$ cat src/source/cpu_pkg.sv
package cpu_pkg;

    localparam int word_size = 16;

    typedef enum logic [3:0] {
        OP_BNE   = 4'd0,
        OP_BEQ   = 4'd1,
        OP_ADI   = 4'd4,
        OP_ORI   = 4'd5,
        OP_LHI   = 4'd6,
        OP_LWD   = 4'd7,
        OP_SWD   = 4'd8,
        OP_JMP   = 4'd9,
        OP_JAL   = 4'd10,
        OP_RTYPE = 4'd15
    } opcode_e;

    typedef enum logic [5:0] {
        FN_ADD = 6'd0,
        FN_SUB = 6'd1,
        FN_AND = 6'd2,
        FN_ORR = 6'd3,
        FN_NOT = 6'd4,
        FN_TCP = 6'd5,
        FN_SHL = 6'd6,
        FN_SHR = 6'd7,
        FN_JPR = 6'd25,
        FN_JRL = 6'd26,
        FN_WWD = 6'd28,
        FN_HLT = 6'd29
    } func_e;

    // first eight follow the func encoding
    typedef enum logic [3:0] {
        ALU_ADD    = 4'd0,
        ALU_SUB    = 4'd1,
        ALU_AND    = 4'd2,
        ALU_OR     = 4'd3,
        ALU_NOT    = 4'd4,
        ALU_TCP    = 4'd5,
        ALU_SHL    = 4'd6,
        ALU_SHR    = 4'd7,
        ALU_PASS_B = 4'd8
    } alu_op_e;

    localparam logic [1:0] link_reg = 2'd2;  // jal / jrl destination

    // instruction fields
    localparam int op_hi     = 15;
    localparam int op_lo     = 12;
    localparam int rs_hi     = 11;
    localparam int rs_lo     = 10;
    localparam int rt_hi     = 9;
    localparam int rt_lo     = 8;
    localparam int rd_hi     = 7;
    localparam int rd_lo     = 6;
    localparam int func_hi   = 5;
    localparam int func_lo   = 0;
    localparam int imm_hi    = 7;
    localparam int imm_lo    = 0;
    localparam int target_hi = 11;
    localparam int target_lo = 0;

endpackage

$ cat src/source/register_file.sv
module register_file (
    input  logic                          clk,
    input  logic                          rst_n,
    input  logic [1:0]                    rs_addr,
    input  logic [1:0]                    rt_addr,
    input  logic [1:0]                    wr_addr,
    input  logic [cpu_pkg::word_size-1:0] wr_data,
    input  logic                          wr_en,
    output logic [cpu_pkg::word_size-1:0] rs_data,
    output logic [cpu_pkg::word_size-1:0] rt_data
);

    logic [cpu_pkg::word_size-1:0] regs [4];

    always_ff @(posedge clk or negedge rst_n) begin
        if (!rst_n) begin
            for (int i = 0; i < 4; i++) begin
                regs[i] <= '0;
            end
        end else if (wr_en) begin
            regs[wr_addr] <= wr_data;
        end
    end

    // same-cycle write shows up on the read side
    assign rs_data = (wr_en && wr_addr == rs_addr) ? wr_data : regs[rs_addr];
    assign rt_data = (wr_en && wr_addr == rt_addr) ? wr_data : regs[rt_addr];

endmodule

$ cat src/source/alu.sv
module alu (
    input  logic [cpu_pkg::word_size-1:0] a,
    input  logic [cpu_pkg::word_size-1:0] b,
    input  cpu_pkg::alu_op_e              op,
    output logic [cpu_pkg::word_size-1:0] result
);

    import cpu_pkg::*;

    always_comb begin
        case (op)
            ALU_ADD:    result = a + b;  // also adi and address generation
            ALU_SUB:    result = a - b;
            ALU_AND:    result = a & b;
            ALU_OR:     result = a | b;
            ALU_NOT:    result = ~a;
            ALU_TCP:    result = ~a + 1'b1;
            ALU_SHL:    result = {a[word_size-2:0], 1'b0};
            ALU_SHR:    result = {a[word_size-1], a[word_size-1:1]};  // sign kept
            ALU_PASS_B: result = b;
            default:    result = '0;
        endcase
    end

endmodule

$ cat src/source/control_unit.sv
module control_unit (
    input  logic [cpu_pkg::word_size-1:0] instr,
    input  logic [cpu_pkg::word_size-1:0] pc_id,
    input  logic [cpu_pkg::word_size-1:0] rs_val,
    input  logic [cpu_pkg::word_size-1:0] rt_val,
    input  logic                          stalled,
    output cpu_pkg::alu_op_e              alu_op,
    output logic                          alu_src_imm,
    output logic                          mem_rd,
    output logic                          mem_wr,
    output logic                          reg_wr,
    output logic                          mem_to_reg,
    output logic                          is_wwd,
    output logic                          is_halt,
    output logic                          link,
    output logic [1:0]                    dest,
    output logic [cpu_pkg::word_size-1:0] imm_val,
    output logic                          uses_rs,
    output logic                          uses_rt,
    output logic                          redirect,
    output logic [cpu_pkg::word_size-1:0] target
);

    import cpu_pkg::*;

    opcode_e              op;
    func_e                fn;
    logic [7:0]           imm_f;
    logic [word_size-1:0] pc_plus1;
    logic                 take;

    assign op       = opcode_e'(instr[op_hi:op_lo]);
    assign fn       = func_e'(instr[func_hi:func_lo]);
    assign imm_f    = instr[imm_hi:imm_lo];
    assign pc_plus1 = pc_id + 1'b1;

    always_comb begin
        case (op)
            OP_ORI:   imm_val = {{(word_size-8){1'b0}}, imm_f};
            OP_LHI:   imm_val = {imm_f, {(word_size-8){1'b0}}};
            OP_RTYPE: imm_val = '0;  // lets wwd pass rs through the adder
            default:  imm_val = {{(word_size-8){imm_f[7]}}, imm_f};
        endcase
    end

    always_comb begin
        alu_op      = ALU_ADD;
        alu_src_imm = 1'b0;
        mem_rd      = 1'b0;
        mem_wr      = 1'b0;
        reg_wr      = 1'b0;
        mem_to_reg  = 1'b0;
        is_wwd      = 1'b0;
        is_halt     = 1'b0;
        link        = 1'b0;
        dest        = instr[rt_hi:rt_lo];  // i-type default
        uses_rs     = 1'b0;
        uses_rt     = 1'b0;
        take        = 1'b0;
        target      = pc_plus1 + imm_val;
        case (op)
            OP_BNE, OP_BEQ: begin
                uses_rs = 1'b1;
                uses_rt = 1'b1;
                take    = (rs_val == rt_val) ^ (op == OP_BNE);
            end
            OP_ADI, OP_ORI, OP_LHI, OP_LWD: begin
                alu_op      = (op == OP_ORI) ? ALU_OR : (op == OP_LHI) ? ALU_PASS_B : ALU_ADD;
                alu_src_imm = 1'b1;
                reg_wr      = 1'b1;
                uses_rs     = (op != OP_LHI);
                mem_rd      = (op == OP_LWD);
                mem_to_reg  = (op == OP_LWD);
            end
            OP_SWD: begin
                alu_src_imm = 1'b1;
                mem_wr      = 1'b1;
                uses_rs     = 1'b1;
                uses_rt     = 1'b1;
            end
            OP_JMP, OP_JAL: begin
                take   = 1'b1;
                target = {pc_id[word_size-1:target_hi+1], instr[target_hi:target_lo]};
                reg_wr = (op == OP_JAL);
                link   = (op == OP_JAL);
                dest   = link_reg;
            end
            OP_RTYPE: begin
                dest    = instr[rd_hi:rd_lo];
                uses_rs = 1'b1;
                case (fn)
                    FN_ADD, FN_SUB, FN_AND, FN_ORR, FN_NOT, FN_TCP, FN_SHL, FN_SHR: begin
                        alu_op  = alu_op_e'(fn[3:0]);
                        reg_wr  = 1'b1;
                        uses_rt = fn inside {FN_ADD, FN_SUB, FN_AND, FN_ORR};
                    end
                    FN_JPR, FN_JRL: begin
                        take   = 1'b1;
                        target = rs_val;
                        reg_wr = (fn == FN_JRL);
                        link   = (fn == FN_JRL);
                        dest   = link_reg;
                    end
                    FN_WWD: begin
                        is_wwd      = 1'b1;
                        alu_src_imm = 1'b1;
                    end
                    FN_HLT: begin
                        is_halt = 1'b1;
                        uses_rs = 1'b0;
                    end
                    default: uses_rs = 1'b0;
                endcase
            end
            default: ;  // unused opcodes retire as no-ops
        endcase
    end

    assign redirect = take && !stalled;

endmodule

$ cat src/source/hazard_unit.sv
module hazard_unit (
    input  logic [1:0] rs,
    input  logic [1:0] rt,
    input  logic       uses_rs,
    input  logic       uses_rt,
    input  logic [1:0] ex_dest,
    input  logic       ex_reg_wr,
    input  logic       ex_valid,
    input  logic [1:0] mem_dest,
    input  logic       mem_reg_wr,
    input  logic       mem_valid,
    input  logic       redirect,
    output logic       stall,
    output logic       flush
);

    logic ex_hit;
    logic mem_hit;

    // wb conflicts are covered by register file write-through
    assign ex_hit = ex_valid && ex_reg_wr &&
                    ((uses_rs && rs == ex_dest) || (uses_rt && rt == ex_dest));
    assign mem_hit = mem_valid && mem_reg_wr &&
                     ((uses_rs && rs == mem_dest) || (uses_rt && rt == mem_dest));

    assign stall = ex_hit || mem_hit;
    assign flush = redirect;

endmodule

$ cat src/source/pipeline_datapath.sv
module pipeline_datapath #(
    parameter logic [cpu_pkg::word_size-1:0] reset_pc = '0
) (
    input  logic                          clk,
    input  logic                          rst_n,
    output logic [cpu_pkg::word_size-1:0] imem_addr,
    input  logic [cpu_pkg::word_size-1:0] imem_data,
    output logic                          dmem_rd,
    output logic                          dmem_wr,
    output logic [cpu_pkg::word_size-1:0] dmem_addr,
    output logic [cpu_pkg::word_size-1:0] dmem_wdata,
    input  logic [cpu_pkg::word_size-1:0] dmem_rdata,
    output logic [cpu_pkg::word_size-1:0] out_port,
    output logic                          out_valid,
    output logic [cpu_pkg::word_size-1:0] num_inst,
    output logic                          is_halted
);

    import cpu_pkg::*;

    logic [word_size-1:0] pc;
    logic                 fetch_stop;
    logic                 halted_q;

    logic                 if_id_valid;
    logic [word_size-1:0] if_id_pc;
    logic [word_size-1:0] if_id_instr;

    // decode
    logic [word_size-1:0] rs_val, rt_val, imm_val, target;
    alu_op_e              id_alu_op;
    logic                 id_alu_src_imm, id_mem_rd, id_mem_wr, id_reg_wr, id_mem_to_reg;
    logic                 id_is_wwd, id_is_halt, id_link;
    logic [1:0]           id_dest;
    logic                 uses_rs, uses_rt, redirect, stall, flush, id_hold, id_halt;

    logic                 id_ex_valid;
    alu_op_e              id_ex_alu_op;
    logic                 id_ex_alu_src_imm, id_ex_mem_rd, id_ex_mem_wr, id_ex_reg_wr;
    logic                 id_ex_mem_to_reg, id_ex_is_wwd, id_ex_is_halt, id_ex_link;
    logic [1:0]           id_ex_dest;
    logic [word_size-1:0] id_ex_a, id_ex_b, id_ex_imm, id_ex_link_val;
    logic [word_size-1:0] alu_b, alu_result;

    logic                 ex_mem_valid;
    logic                 ex_mem_mem_rd, ex_mem_mem_wr, ex_mem_reg_wr, ex_mem_mem_to_reg;
    logic                 ex_mem_is_wwd, ex_mem_is_halt, ex_mem_link;
    logic [1:0]           ex_mem_dest;
    logic [word_size-1:0] ex_mem_result, ex_mem_store, ex_mem_link_val;

    logic                 mem_wb_valid;
    logic                 mem_wb_reg_wr, mem_wb_mem_to_reg, mem_wb_is_wwd, mem_wb_is_halt;
    logic                 mem_wb_link;
    logic [1:0]           mem_wb_dest;
    logic [word_size-1:0] mem_wb_result, mem_wb_rdata, mem_wb_link_val, wb_data;

    register_file u_register_file (
        .clk     (clk),
        .rst_n   (rst_n),
        .rs_addr (if_id_instr[rs_hi:rs_lo]),
        .rt_addr (if_id_instr[rt_hi:rt_lo]),
        .wr_addr (mem_wb_dest),
        .wr_data (wb_data),
        .wr_en   (mem_wb_valid && mem_wb_reg_wr),
        .rs_data (rs_val),
        .rt_data (rt_val)
    );

    assign id_hold = stall || !if_id_valid;  // no redirect from a bubble

    control_unit u_control_unit (
        .instr       (if_id_instr),
        .pc_id       (if_id_pc),
        .rs_val      (rs_val),
        .rt_val      (rt_val),
        .stalled     (id_hold),
        .alu_op      (id_alu_op),
        .alu_src_imm (id_alu_src_imm),
        .mem_rd      (id_mem_rd),
        .mem_wr      (id_mem_wr),
        .reg_wr      (id_reg_wr),
        .mem_to_reg  (id_mem_to_reg),
        .is_wwd      (id_is_wwd),
        .is_halt     (id_is_halt),
        .link        (id_link),
        .dest        (id_dest),
        .imm_val     (imm_val),
        .uses_rs     (uses_rs),
        .uses_rt     (uses_rt),
        .redirect    (redirect),
        .target      (target)
    );

    hazard_unit u_hazard_unit (
        .rs         (if_id_instr[rs_hi:rs_lo]),
        .rt         (if_id_instr[rt_hi:rt_lo]),
        .uses_rs    (uses_rs && if_id_valid),
        .uses_rt    (uses_rt && if_id_valid),
        .ex_dest    (id_ex_dest),
        .ex_reg_wr  (id_ex_reg_wr),
        .ex_valid   (id_ex_valid),
        .mem_dest   (ex_mem_dest),
        .mem_reg_wr (ex_mem_reg_wr),
        .mem_valid  (ex_mem_valid),
        .redirect   (redirect),
        .stall      (stall),
        .flush      (flush)
    );

    assign id_halt = if_id_valid && id_is_halt && !stall;

    assign alu_b = id_ex_alu_src_imm ? id_ex_imm : id_ex_b;

    alu u_alu (
        .a      (id_ex_a),
        .b      (alu_b),
        .op     (id_ex_alu_op),
        .result (alu_result)
    );

    always_ff @(posedge clk or negedge rst_n) begin
        if (!rst_n) begin
            pc           <= reset_pc;
            fetch_stop   <= 1'b0;
            if_id_valid  <= 1'b0;
            id_ex_valid  <= 1'b0;
            ex_mem_valid <= 1'b0;
            mem_wb_valid <= 1'b0;
            halted_q     <= 1'b0;
            num_inst     <= '0;
        end else begin
            if (!stall && !fetch_stop && !id_halt) begin
                pc <= redirect ? target : pc + 1'b1;
            end
            if (id_halt) begin
                fetch_stop <= 1'b1;
            end
            if (!stall) begin
                if_id_valid <= !(flush || id_halt || fetch_stop);
            end
            id_ex_valid  <= if_id_valid && !stall;  // bubble while stalled
            ex_mem_valid <= id_ex_valid;
            mem_wb_valid <= ex_mem_valid;
            if (mem_wb_valid) begin
                num_inst <= num_inst + 1'b1;
                if (mem_wb_is_halt) begin
                    halted_q <= 1'b1;
                end
            end
        end
    end

    // qualified by the valid bits above
    always_ff @(posedge clk) begin
        if (!stall) begin
            if_id_pc    <= pc;
            if_id_instr <= imem_data;
        end
        id_ex_alu_op      <= id_alu_op;
        id_ex_alu_src_imm <= id_alu_src_imm;
        id_ex_mem_rd      <= id_mem_rd;
        id_ex_mem_wr      <= id_mem_wr;
        id_ex_reg_wr      <= id_reg_wr;
        id_ex_mem_to_reg  <= id_mem_to_reg;
        id_ex_is_wwd      <= id_is_wwd;
        id_ex_is_halt     <= id_is_halt;
        id_ex_link        <= id_link;
        id_ex_dest        <= id_dest;
        id_ex_a           <= rs_val;
        id_ex_b           <= rt_val;
        id_ex_imm         <= imm_val;
        id_ex_link_val    <= if_id_pc + 1'b1;

        ex_mem_mem_rd     <= id_ex_mem_rd;
        ex_mem_mem_wr     <= id_ex_mem_wr;
        ex_mem_reg_wr     <= id_ex_reg_wr;
        ex_mem_mem_to_reg <= id_ex_mem_to_reg;
        ex_mem_is_wwd     <= id_ex_is_wwd;
        ex_mem_is_halt    <= id_ex_is_halt;
        ex_mem_link       <= id_ex_link;
        ex_mem_dest       <= id_ex_dest;
        ex_mem_result     <= alu_result;
        ex_mem_store      <= id_ex_b;
        ex_mem_link_val   <= id_ex_link_val;

        mem_wb_reg_wr     <= ex_mem_reg_wr;
        mem_wb_mem_to_reg <= ex_mem_mem_to_reg;
        mem_wb_is_wwd     <= ex_mem_is_wwd;
        mem_wb_is_halt    <= ex_mem_is_halt;
        mem_wb_link       <= ex_mem_link;
        mem_wb_dest       <= ex_mem_dest;
        mem_wb_result     <= ex_mem_result;
        mem_wb_rdata      <= dmem_rdata;
        mem_wb_link_val   <= ex_mem_link_val;
    end

    assign imem_addr  = pc;
    assign dmem_rd    = ex_mem_valid && ex_mem_mem_rd;
    assign dmem_wr    = ex_mem_valid && ex_mem_mem_wr;
    assign dmem_addr  = ex_mem_result;
    assign dmem_wdata = ex_mem_store;

    assign wb_data = mem_wb_mem_to_reg ? mem_wb_rdata :
                     mem_wb_link       ? mem_wb_link_val : mem_wb_result;

    assign out_port  = mem_wb_result;  // rs + 0 for wwd
    assign out_valid = mem_wb_valid && mem_wb_is_wwd;
    assign is_halted = halted_q || (mem_wb_valid && mem_wb_is_halt);

endmodule

$ cat src/source/cpu_top.sv
module cpu_top #(
    parameter logic [cpu_pkg::word_size-1:0] reset_pc = '0
) (
    input  logic                          clk,
    input  logic                          rst_n,
    output logic [cpu_pkg::word_size-1:0] imem_addr,
    input  logic [cpu_pkg::word_size-1:0] imem_data,
    output logic                          dmem_rd,
    output logic                          dmem_wr,
    output logic [cpu_pkg::word_size-1:0] dmem_addr,
    output logic [cpu_pkg::word_size-1:0] dmem_wdata,
    input  logic [cpu_pkg::word_size-1:0] dmem_rdata,
    output logic [cpu_pkg::word_size-1:0] out_port,
    output logic                          out_valid,
    output logic [cpu_pkg::word_size-1:0] num_inst,
    output logic                          is_halted
);

    pipeline_datapath #(
        .reset_pc (reset_pc)
    ) u_datapath (
        .clk        (clk),
        .rst_n      (rst_n),
        .imem_addr  (imem_addr),
        .imem_data  (imem_data),
        .dmem_rd    (dmem_rd),
        .dmem_wr    (dmem_wr),
        .dmem_addr  (dmem_addr),
        .dmem_wdata (dmem_wdata),
        .dmem_rdata (dmem_rdata),
        .out_port   (out_port),
        .out_valid  (out_valid),
        .num_inst   (num_inst),
        .is_halted  (is_halted)
    );

endmodule

$ cat config.mk
export PLATFORM = sky130hd
export DESIGN_NAME = cpu_top
export DESIGN_NICKNAME = d
export VERILOG_FILES = /design/src/source/cpu_pkg.sv /design/src/source/register_file.sv /design/src/source/alu.sv /design/src/source/control_unit.sv /design/src/source/hazard_unit.sv /design/src/source/pipeline_datapath.sv /design/src/source/cpu_top.sv
export SDC_FILE = /design/constraint.sdc
export NUM_CORES = 1
export LEC_CHECK = 0
export ABC_AREA = 1
export BUFFER_PORTS_ARGS = -buffer_cell sky130_fd_sc_hd__clkbuf_2
export CAP_MARGIN = 5
export CORE_MARGIN = 2
export CORE_UTILIZATION = 35
export DETAILED_ROUTE_END_ITERATION = 8
export HOLD_SLACK_MARGIN = 0.02
export PLACE_DENSITY = 0.55
export SLEW_MARGIN = 20
export SYNTH_ARGS = -nofsm -noshare
export SYNTH_HDL_FRONTEND = slang
export SYNTH_SLANG_ARGS = --single-unit
$ cat constraint.sdc
create_clock -name clk -period 3.7 [get_ports clk]
set_clock_uncertainty 0.2 [all_clocks]
set_input_delay 0.185 -clock clk [delete_from_list [all_inputs] [get_ports clk]]
set_output_delay 0.185 -clock clk [all_outputs]
set_load 0.005 [all_outputs]
==> flow_metrics.tcl, run 1 <==
set metrics [dict create \
    outcome "finished clean" \
    cp.required_ps 3960 \
    mostFrequentLayoutCells "792 x nand2_1, 229 x inv_1, 187 x dfxtp_1" \
    drive_gt1_share_pct 13.9 \
    p_total_mw 18.2 \
    grt_pass1_vias 14482 \
    synth.top_cell.area_share_pct 23.2 \
    path_buf_inv 5 \
    place_ws_ps -141 \
    numCtsBuffers 38 \
    path_class "flip-flop to flip-flop" \
    max_slew_margin_pct 35.1 \
    synthToLayoutAreaGrowth_pct 21.0 \
    intPower_mw 10.3 \
    max_cap_violations 0 \
    die_w_um 219 \
    rows 78 \
    clkSlewWorstSetupHoldPaths_ps 70 \
    synth_top_cell_by_area "dfxtp_1" \
    critPathMaxStageDelay_ps 420 \
    wl_mm 55.6 \
    path_max_fanout 7 \
    fin_setup_tns_ps 0 \
    period_needed_ps 3510 \
    drt_iter0_markers 1410 \
    netlist_instances 2215 \
    drc 0 \
    grt_first_pass_wirelength_mm 85.5 \
    overflow 0 \
    fp.coreArea_sq_mm 0.0456 \
    crit_chain "inv_2, nor2_2, nand2_2, inv_1, nor2_4, nand2_1, inv_2, nand2_1, nand2_2, o21ai_0, inv_1, ha_1, nand2_1, nor3_2, inv_1, nor3_1, nand2_1, nand2_1, nand2_1, a31o_2, nand3b_1, nand3_1, nand2_1" \
    fin_crit_sh_pct 95.0 \
    cp-start-kind "flip-flop" \
    p_sw_mw 7.89 \
    clock-sinks 322 \
    tightestPinTransition_ps 974 \
    cts_tree "yes" \
    largest_reg_flops 64 \
    clkPwrFrac_pct 21.6 \
    yosysUniqueCellTypes 60 \
    gp_congestion 0.957 \
    worst_path_max_delay_cell "edfxtp_1" \
    root_buffer "clkbuf_16" \
    peakVddDrop_uv 429 \
    synth-edff-count 32 \
    portBuffers 117 \
    clock_path_buffers 3 \
    pwr_density_cell_mw_per_mm2 928 \
    syn-num-nets 2288 \
    vias 15154 \
    ys_ff_latch 322 \
    arrival_ps 3770 \
    antenna_found_initial 4 \
    ys_warn_count 0 \
    power.share.switching_pct 43.4 \
    fin_util_pct 43.0 \
    grt_util_all_layers_pct 23.5 \
    hold_viol 0 \
    num-nets-final 2471 \
    ys_seq_area_share_pct 44.9 \
    crit_top_cell "nand2_1" \
    firstDrtPassIters 5 \
    end_kind "flip-flop" \
    slew_violations 0 \
    regMostFlops "u_datapath.u_register_file.regs" \
    syn_area_sq_mm 0.0162 \
    async_reset_ff_share_pct 31.7 \
    max_freq_mhz 285 \
    fin_ws_ps 186 \
    seqPwrFrac_pct 34.4 \
    htreeDepth 2 \
    hold_path.class "input port to flip-flop" \
    combPwrFrac_pct 44.0 \
    cellLeakagePower_nw 9.76 \
    vias_per_cell 5.00 \
    grt_max_degree 73 \
    insertion_delay_ps 570 \
    critPathTopFamily "simple AND/OR/NAND/NOR gates" \
    ios 118 \
    ys.flop_type "dfxtp_1" \
    final_common_cell "nand2_1" \
    detailed_place_hpwl_mm 42.0 \
    dieArea_sq_mm 0.0480 \
    start_util_pct 35.5 \
    ant_nets 0 \
    wire_per_inst_um 18.4 \
    die_h_um 219 \
    synthTopCellsByArea "dfxtp_1 23%, nand2_1 18%, dfrtp_1 16%, edfxtp_1 5.9%, inv_1 5.4%" \
    avgSynthCellArea_sq_um 7.31 \
    setup_viol 0 \
]
## worst register-to-register path, delay by kind of cell (launching register included)
kind	cells	cell delay, ps
flip-flops	1	420
AO/OA/AOI/OAI	2	310
AND/OR/NAND/NOR	15	1620
buffers and inverters	5	490
adder cells (fa/ha/maj)	1	370
## synthesized netlist by cell type, types with 6 or more instances
master and number:
o21ai_0 156, inv_2 9, nand2_2 7, o21ai_1 7
nor2_1 125, ha_1 37, clkbuf_1 32, or2_2 17
a21oi_1 51, edfxtp_1 32, buf_4 9, a22oi_1 6
dfrtp_1 102, o22ai_1 27, a221oi_1 7, inv_1 232
nand2_1 795, o2111ai_1 6, xor2_1 46, dfxtp_1 188
buf_2 31, nand3_1 148, xnor2_1 18, nor3_1 26
nand3b_1 7, nand4_1 14
## final timing paths
kind,startpoint,to,slack [ps],depth (start not counted)
max in group asynchronous,rst_n,u_datapath.num_inst[8],2300,3
min in group asynchronous,rst_n,u_datapath.u_register_file.regs[32],130,2
worst min-delay path,dmem_rdata[7],u_datapath.mem_wb_rdata[7],50,2
worst max-delay path,u_datapath.if_id_instr[13],u_datapath.imem_addr[14],190,23
worst max register to register,u_datapath.if_id_instr[13],u_datapath.imem_addr[14],190,23
worst min register to register,u_datapath.id_ex_link_val[9],u_datapath.ex_mem_link_val[9],120,0
## cell families after synthesis
group / share of synthesized area [%]
AO/OA/AOI/OAI: 10.6
XOR/XNOR: 3.46
adder cells (fa/ha/maj): 3.10
buffers and inverters: 8.01
flip-flops: 44.9
multiplexers: 0.309
AND/OR/NAND/NOR: 29.6
## layer usage
metal  share of wire [%]  vias to the layer above  track usage [%]
li1                    -                     7479                -
met1                  47                     7104             33.3
met2                  43                      482             36.3
met3                 6.6                       89             3.85
met4                 3.0                        0             7.50
met5                   0                        -                0
## cell type report
cell class	instances	area, sq um
fill	4552	26000
multi-input combinational	1573	7830
sequential	322	7280
timing repair buffer	220	1510
clock buffer	48	1080
inverter	243	915
tap	600	751
clock inverter	21	228
antenna	1	2.50
## metrics by stage
step	area [sq um]	hold slack [ps]	std cells
after global placement	17700	88.5	2918
after floorplan	16200	-311	2215
after CTS	19300	35.5	3020
after detailed placement	17700	88.9	2918
after global routing	19600	57.0	3027
final	19600	53.4	3028
## power groups by stage
stage | Combinational (mW) | Sequential, mW | Clock (mW)
floorplan | 5.08 | 5.77 | 0
CTS | 7.73 | 6.23 | 4.03
finish | 8.00 | 6.25 | 3.94
global route | 9.05 | 6.39 | 4.17
global placement | 7.64 | 6.27 | 0
detailed placement | 7.66 | 6.28 | 0
## what timing repair did
action | in CTS | in global routing
buffers inserted | 0 | 7
pin swaps | 0 | 6
hold buffers | 33 | 0
endpoints found under the setup margin | 5 | 21
gates resized for setup | 4 | 63
endpoints found under the hold margin | 102 | 0
(Power assumes the default switching activity.)
==> run 2, diff against run 1 <==
Settings changed: SETUP_SLACK_MARGIN set to 0.4, SYNTH_HIERARCHICAL set to 1.
==> flow_metrics.tcl, run 2 <==
set metrics [dict create \
    outcome "finished clean" \
    drt_iter0_markers 1571 \
    power.share.switching_pct 44.0 \
    seqCellArea_sq_mm 0.00732 \
    die_h_um 222 \
    synthTopCellsByArea "dfxtp_1 23%, dfrtp_1 15%, nand2_1 15%, inv_1 6.6%, nand3_1 6.0%" \
    ff2ff_setup_slack_ps 400 \
    holdWs_ps 51.8 \
    grt_first_pass_wirelength_mm 88.1 \
    firstDrtPassIters 5 \
    fp.coreArea_sq_mm 0.0467 \
    ys.flop_type "dfxtp_1" \
    multi_input_area_sq_mm 0.00860 \
    synth.top_cell.area_share_pct 22.9 \
    fin_setup_tns_ps 0 \
    max_freq_mhz 303 \
    synthAdderAreaFrac_pct 3.25 \
    drc 0 \
    synth_top_family_by_area "simple AND/OR/NAND/NOR gates" \
    pwr_density_cell_mw_per_mm2 916 \
    cp-start-kind "flip-flop" \
    synth_compound_area_share_pct 9.88 \
    syn_area_sq_mm 0.0166 \
    avgSynthCellArea_sq_um 7.45 \
    vias_per_cell 5.09 \
    wire_per_inst_um 18.7 \
    fin_crit_sh_pct 89.2 \
    regMostFlops "u_datapath/u_register_file/regs" \
    clock-sinks 324 \
    wl_mm 58.6 \
    overflow 0 \
    reg2reg_depth 22 \
    ys_ff_latch 324 \
    end_kind "flip-flop" \
    clkPwrFrac_pct 19.7 \
    p_sw_mw 8.69 \
    synth-edff-count 32 \
    nFillCells 4606 \
    reg2reg_from "u_datapath/if_id_instr[10]" \
    detailed_place_hpwl_mm 42.3 \
    rows 79 \
    num-nets-final 2569 \
    dieArea_sq_mm 0.0492 \
    intPower_mw 11.1 \
    max_slew_margin_pct 50.2 \
    p_total_mw 19.8 \
    clkSlewWorstSetupHoldPaths_ps 60 \
    insertion_delay_ps 560 \
    cp.required_ps 3930 \
    largest_reg_flops 64 \
    place_ws_ps 130 \
    vias 15947 \
    ys_seq_area_share_pct 44.1 \
    antenna_found_initial 1 \
    drive_gt1_share_pct 24.6 \
    yosys-top-cells-count "664 x nand2_1, 291 x inv_1, 199 x nand3_1, 190 x dfxtp_1, 152 x nor2_1" \
    synth_top_cell_by_area "dfxtp_1" \
    htreeDepth 2 \
    root_buffer "clkbuf_16" \
    crit_start "u_datapath/if_id_instr[10]" \
    ant_nets 0 \
    async_reset_ff_share_pct 31.5 \
    yosysUniqueCellTypes 64 \
    gp_congestion 0.954 \
    seqPwrFrac_pct 32.3 \
    max_cap_violations 0 \
    synthXorXnorAreaFrac_pct 2.37 \
    grt_setup_unrepaired "yes" \
    netlist_instances 2229 \
    reg2reg_to "u_datapath/imem_addr[3]" \
    grt_util_all_layers_pct 23.0 \
    period_needed_ps 3300 \
    peakVddDrop_uv 476 \
    antennaDiodeCount 0 \
    numCtsBuffers 38 \
    hold_path.class "input port to asynchronous set/reset pin" \
    grt_max_degree 72 \
    arrival_ps 3530 \
    muxShareOfSynthArea_pct 1.08 \
    fin_ws_ps 401 \
    syn-num-nets 2305 \
    clock_path_buffers 3 \
    ys_warn_count 6 \
    final_common_cell "nand2_1" \
    ios 118 \
    path_class "flip-flop to flip-flop" \
    cts_tree "yes" \
    setup_viol 0 \
    synth-simple-area-share_pct 30.1 \
    hold_viol 0 \
    synthToLayoutAreaGrowth_pct 29.9 \
    grt_pass1_vias 15195 \
    die_w_um 222 \
    slew_violations 0 \
    cellLeakagePower_nw 10.6 \
    start_util_pct 35.6 \
    yosysMostFrequentCell "nand2_1" \
    path_max_fanout 8 \
    portBuffers 117 \
    combPwrFrac_pct 48.0 \
    mostFrequentLayoutCells "588 x nand2_1, 269 x inv_1, 188 x dfxtp_1" \
    tightestPinTransition_ps 745 \
]
-- run 2: changes by cell type in the layout (fill, tap and decap cells not counted), moves of 17 or more --
| cell | delta |
|---|---|
| a21oi_2 | +24 |
| nand2_1 | -204 |
| buf_4 | +32 |
| nor2_2 | +18 |
| o21ai_0 | -26 |
| nand2_2 | +66 |
| nand3_1 | +38 |
| inv_2 | +24 |
| nor2_4 | +17 |
| inv_1 | +40 |
| xor2_1 | -20 |
| nand3_2 | +18 |
-- run 2: power groups by stage --
stage	Clock [mW]	Combinational, mW	Sequential (mW)
3_3_place_gp	0	7.93	6.41
2_1_floorplan	0	5.39	5.85
3_5_place_dp	0	7.99	6.41
6_report	3.90	9.47	6.38
5_1_grt	4.11	10.5	6.54
4_1_cts	3.99	8.33	6.35
-- run 2: how the worst max path moves through the flow --
| stage | slack, ps | endpoint | cells after the start |
|---|---|---|---|
| floorplan | 530 | u_datapath/imem_addr[5] | 23 |
| global placement | 150 | u_datapath/imem_addr[8] | 24 |
| detailed placement | 130 | u_datapath/imem_addr[3] | 22 |
| CTS | 380 | u_datapath/imem_addr[3] | 24 |
| global route | 230 | u_datapath/imem_addr[8] | 24 |
| finish | 400 | u_datapath/imem_addr[3] | 22 |
-- run 2: stage by stage --
step	std cells	util, %	area (sq um)
finish	3130	46.2	21600
global route	3130	46.2	21600
CTS	3091	43.6	20400
detailed placement	2956	39.0	18200
global placement	2956	39.0	18200
floorplan	2229	-	16600
-- run 2: cell families after synthesis --
kind of cell,count (synthesis)
adders and majority gates,42
xor gates and xnor gates,44
DFF,324
buffers and inverters,376
AOI/OAI and AO/OA,291
and+or+nand+nor,1136
muxes,16
-- run 2: metal layers --
| layer | part of all wire, % | track usage [%] | vias to the layer above |
|---|---|---|---|
| met5 | 0 | 0 | - |
| met4 | 2.9 | 7.96 | 0 |
| met3 | 6.7 | 2.73 | 111 |
| met2 | 45 | 37.1 | 619 |
| met1 | 45 | 31.9 | 7532 |
| li1 | - | - | 7685 |
-- run 2: final cells by class --
class / count / area share, %
Sequential cell: 324 / 34.0
Multi-Input combinational cell: 1530 / 39.9
Tap cell: 607 / 3.52
Clock inverter: 20 / 0.824
Timing Repair Buffer: 285 / 10.9
Inverter: 314 / 5.63
Clock buffer: 50 / 5.25
-- run 2: timing repair --
item                       CTS  global route
setup endpoints to repair   25            25
setup buffers               28            34
gates resized for setup     56           236
hold endpoints to repair   102             0
pin swaps                   15            78
hold buffers                33             0
cloned                       4             5
-- run 2: worst max-delay path, stage by stage, from the launching register on --
cell	delay (ps)
edfxtp_1	390
buf_6	170
buf_4	150
a21oi_4	150
nand3_4	100
buf_6	160
buf_4	150
nand2_2	70
nand2_2	80
nand2_1	70
nand2_1	50
nor2_1	120
nand2_1	100
nor2_4	190
nand2_4	60
nand2_2	50
nand3_2	60
a21oi_2	170
clkinv_2	130
buf_12	160
or2_4	220
a21oi_2	130
a21oi_1	50
==> run 3, diff against run 2 <==
Settings changed: CORE_MARGIN 2 to 1, RECOVER_POWER set to 50.
==> flow_metrics.tcl, run 3 (same netlist as run 2, synthesis figures left out) <==
set metrics [dict create \
    cts_tree "yes" \
    final-instance-count-excl-fill 3145 \
    violations "design-rule violations" \
    clock-sinks 324 \
    cp.depth 21 \
    crit_end "u_datapath/imem_addr[13]" \
    cp.required_ps 3950 \
    fin_setup_tns_ps 0 \
    max_cap_violations 0 \
    htreeDepth 2 \
    outcome "finished, violations left" \
    vias_per_cell 5.05 \
    hold_path.class "input port to flip-flop" \
    worst_path_max_delay_cell "edfxtp_1" \
    regMostFlops "u_datapath/u_register_file/regs" \
    path_max_fanout 5 \
    period_needed_ps 3280 \
    drc 22 \
    clock_path_buffers 3 \
    wire_per_inst_um 18.4 \
    cp-start-kind "flip-flop" \
    ant_nets 0 \
    reg2reg_from "u_datapath/if_id_instr[13]" \
    top_layer_used "met4" \
    fin_crit_sh_pct 88.7 \
    grt_pass1_vias 15070 \
    overflow 0 \
    vias 15896 \
    ff2ff_setup_slack_ps 420 \
    grt_first_pass_wirelength_mm 86.3 \
    crit_chain "buf_6, nand4_4, clkinv_4, nor2_4, clkinv_4, a31oi_4, o21ai_1, inv_2, ha_4, nand2_2, inv_1, a21boi_4, nor2_1, nor2_1, nand3_1, nand3_1, nand2_1, nor2_2, nor2_1, nand2_1, nand2_1" \
    arrival_ps 3540 \
    setup_viol 0 \
    crit_start "u_datapath/if_id_instr[13]" \
    insertion_delay_ps 570 \
    wl_mm 57.8 \
    dieArea_sq_mm 0.0483 \
    pwr_density_cell_mw_per_mm2 923 \
    detailed_place_hpwl_mm 42.4 \
    antenna_found_initial 2 \
    grt_setup_unrepaired "yes" \
    final_common_cell "nand2_1" \
    peakVddDrop_uv 355 \
    max_slew_margin_pct 12.0 \
    nFillCells 4626 \
    tightestPinTransition_ps 1320 \
    fp.coreArea_sq_mm 0.0467 \
    reg2reg_depth 21 \
    grt_max_degree 50 \
    max_freq_mhz 305 \
    slew_violations 0 \
    grt_util_all_layers_pct 23.5 \
    end_kind "flip-flop" \
    rows 79 \
    wl_met2_mm 25.9 \
    critPathMaxStageDelay_ps 430 \
    mostFrequentLayoutCells "621 x nand2_1, 267 x inv_1, 190 x nand3_1" \
    synthToLayoutAreaGrowth_pct 29.2 \
    gp_congestion 0.925 \
    cellLeakagePower_nw 10.5 \
    hold_viol 0 \
    wl_met3_mm 3.53 \
    numCtsBuffers 38 \
    reg2reg_to "u_datapath/imem_addr[13]" \
    drive_gt1_share_pct 22.0 \
    largest_reg_flops 64 \
    num-nets-final 2586 \
    ios 118 \
    antennaDiodeCount 0 \
    critPathTopFamily "simple AND/OR/NAND/NOR gates" \
    path_buf_inv 5 \
    die_h_um 220 \
    die_w_um 220 \
    path_class "flip-flop to flip-flop" \
    root_buffer "clkbuf_16" \
    clkSlewWorstSetupHoldPaths_ps 60 \
    met1_length_mm 26.2 \
    portBuffers 117 \
    placedCellCount 2968 \
    firstDrtPassIters 8 \
    start_util_pct 35.6 \
    drt_iter0_markers 1472 \
]
run 3: changes by cell type in the layout (fill, tap and decap cells not counted), moves of 5 or more:
cell      before  now
clkbuf_2     116   79
clkinv_2      10    2
nand3_2       22   15
clkbuf_1       4   46
nand3_1      184  190
a21oi_1       62   70
buf_4         97  113
a21oi_2       28   20
buf_12        16   11
nand2_1      588  621
nand2_4       12    4
nand2_2       76   52
run 3: routing by layer:
| layer | GRT usage, % | up-vias |
|---|---|---|
| met5 | 0 | - |
| met3 | 2.54 | 120 |
| met1 | 32.3 | 7513 |
| li1 | - | 7715 |
| met2 | 37.4 | 548 |
| met4 | 9.75 | 0 |
run 3: where the power goes:
group	switching, mW	total [mW]	internal [mW]	leakage, nW
logic	5.78	9.47	3.69	6.68
clock network	1.55	3.99	2.44	0.641
registers	1.31	6.36	5.05	3.19
total	8.63	19.8	11.2	10.5
run 3: repair_timing:
item	CTS	global route
pin swaps	10	64
gates resized for setup	53	197
gates cloned	4	6
endpoints found under the hold margin	79	0
endpoints found under the setup margin	24	26
hold buffers	33	0
setup buffers	32	34
run 3: how the worst min path moves through the flow:
stage                        from                                   to  cells past startpoint
finish              dmem_rdata[9]           u_datapath/mem_wb_rdata[9]                      2
global route        dmem_rdata[0]           u_datapath/mem_wb_rdata[0]                      2
CTS                 dmem_rdata[9]           u_datapath/mem_wb_rdata[9]                      2
detailed placement          rst_n  u_datapath/u_register_file/regs[35]                      1
global placement            rst_n              u_datapath/num_inst[15]                      1
floorplan                   rst_n              u_datapath/ex_mem_valid                      0
run 3: metrics by stage:
step | area (sq um) | hold WS [ps] | utilization, % | setup WS, ps | power (mW)
after floorplan | 16600 | -311 | - | 527 | 11.2
after global placement | 18300 | 71.4 | 39.2 | 122 | 14.5
after detailed placement | 18300 | 77.5 | 39.2 | 132 | 14.5
after CTS | 20400 | 37.3 | 43.8 | 345 | 18.9
after global routing | 21500 | 62.7 | 46.0 | 225 | 21.2
final | 21500 | 56.5 | 46.0 | 417 | 19.8
run 3: worst register-to-register path, cell delays in order (launching register included):
cell and delay (ps):
edfxtp_1 430, buf_6 150, nand4_4 140, clkinv_4 100, nor2_4 190, clkinv_4 130, a31oi_4 210, o21ai_1 100
inv_2 140, ha_4 230, nand2_2 110, inv_1 80, a21boi_4 170, nor2_1 50, nor2_1 140, nand3_1 110
nand3_1 100, nand2_1 110, nor2_2 120, nor2_1 50, nand2_1 60, nand2_1 40
run 3: layout make-up:
class / instances / area [sq um] / share of cell area [%]
clock inverters: 17 / 273 / 1.27
well taps: 607 / 759 / 3.54
flip-flops and latches: 324 / 7330 / 34.1
inverters: 314 / 1220 / 5.67
repair buffers: 302 / 2400 / 11.2
repair inverters: 1 / 7.51 / 0.0350
multi-input cells: 1529 / 8420 / 39.2
clock buffers: 51 / 1060 / 4.94
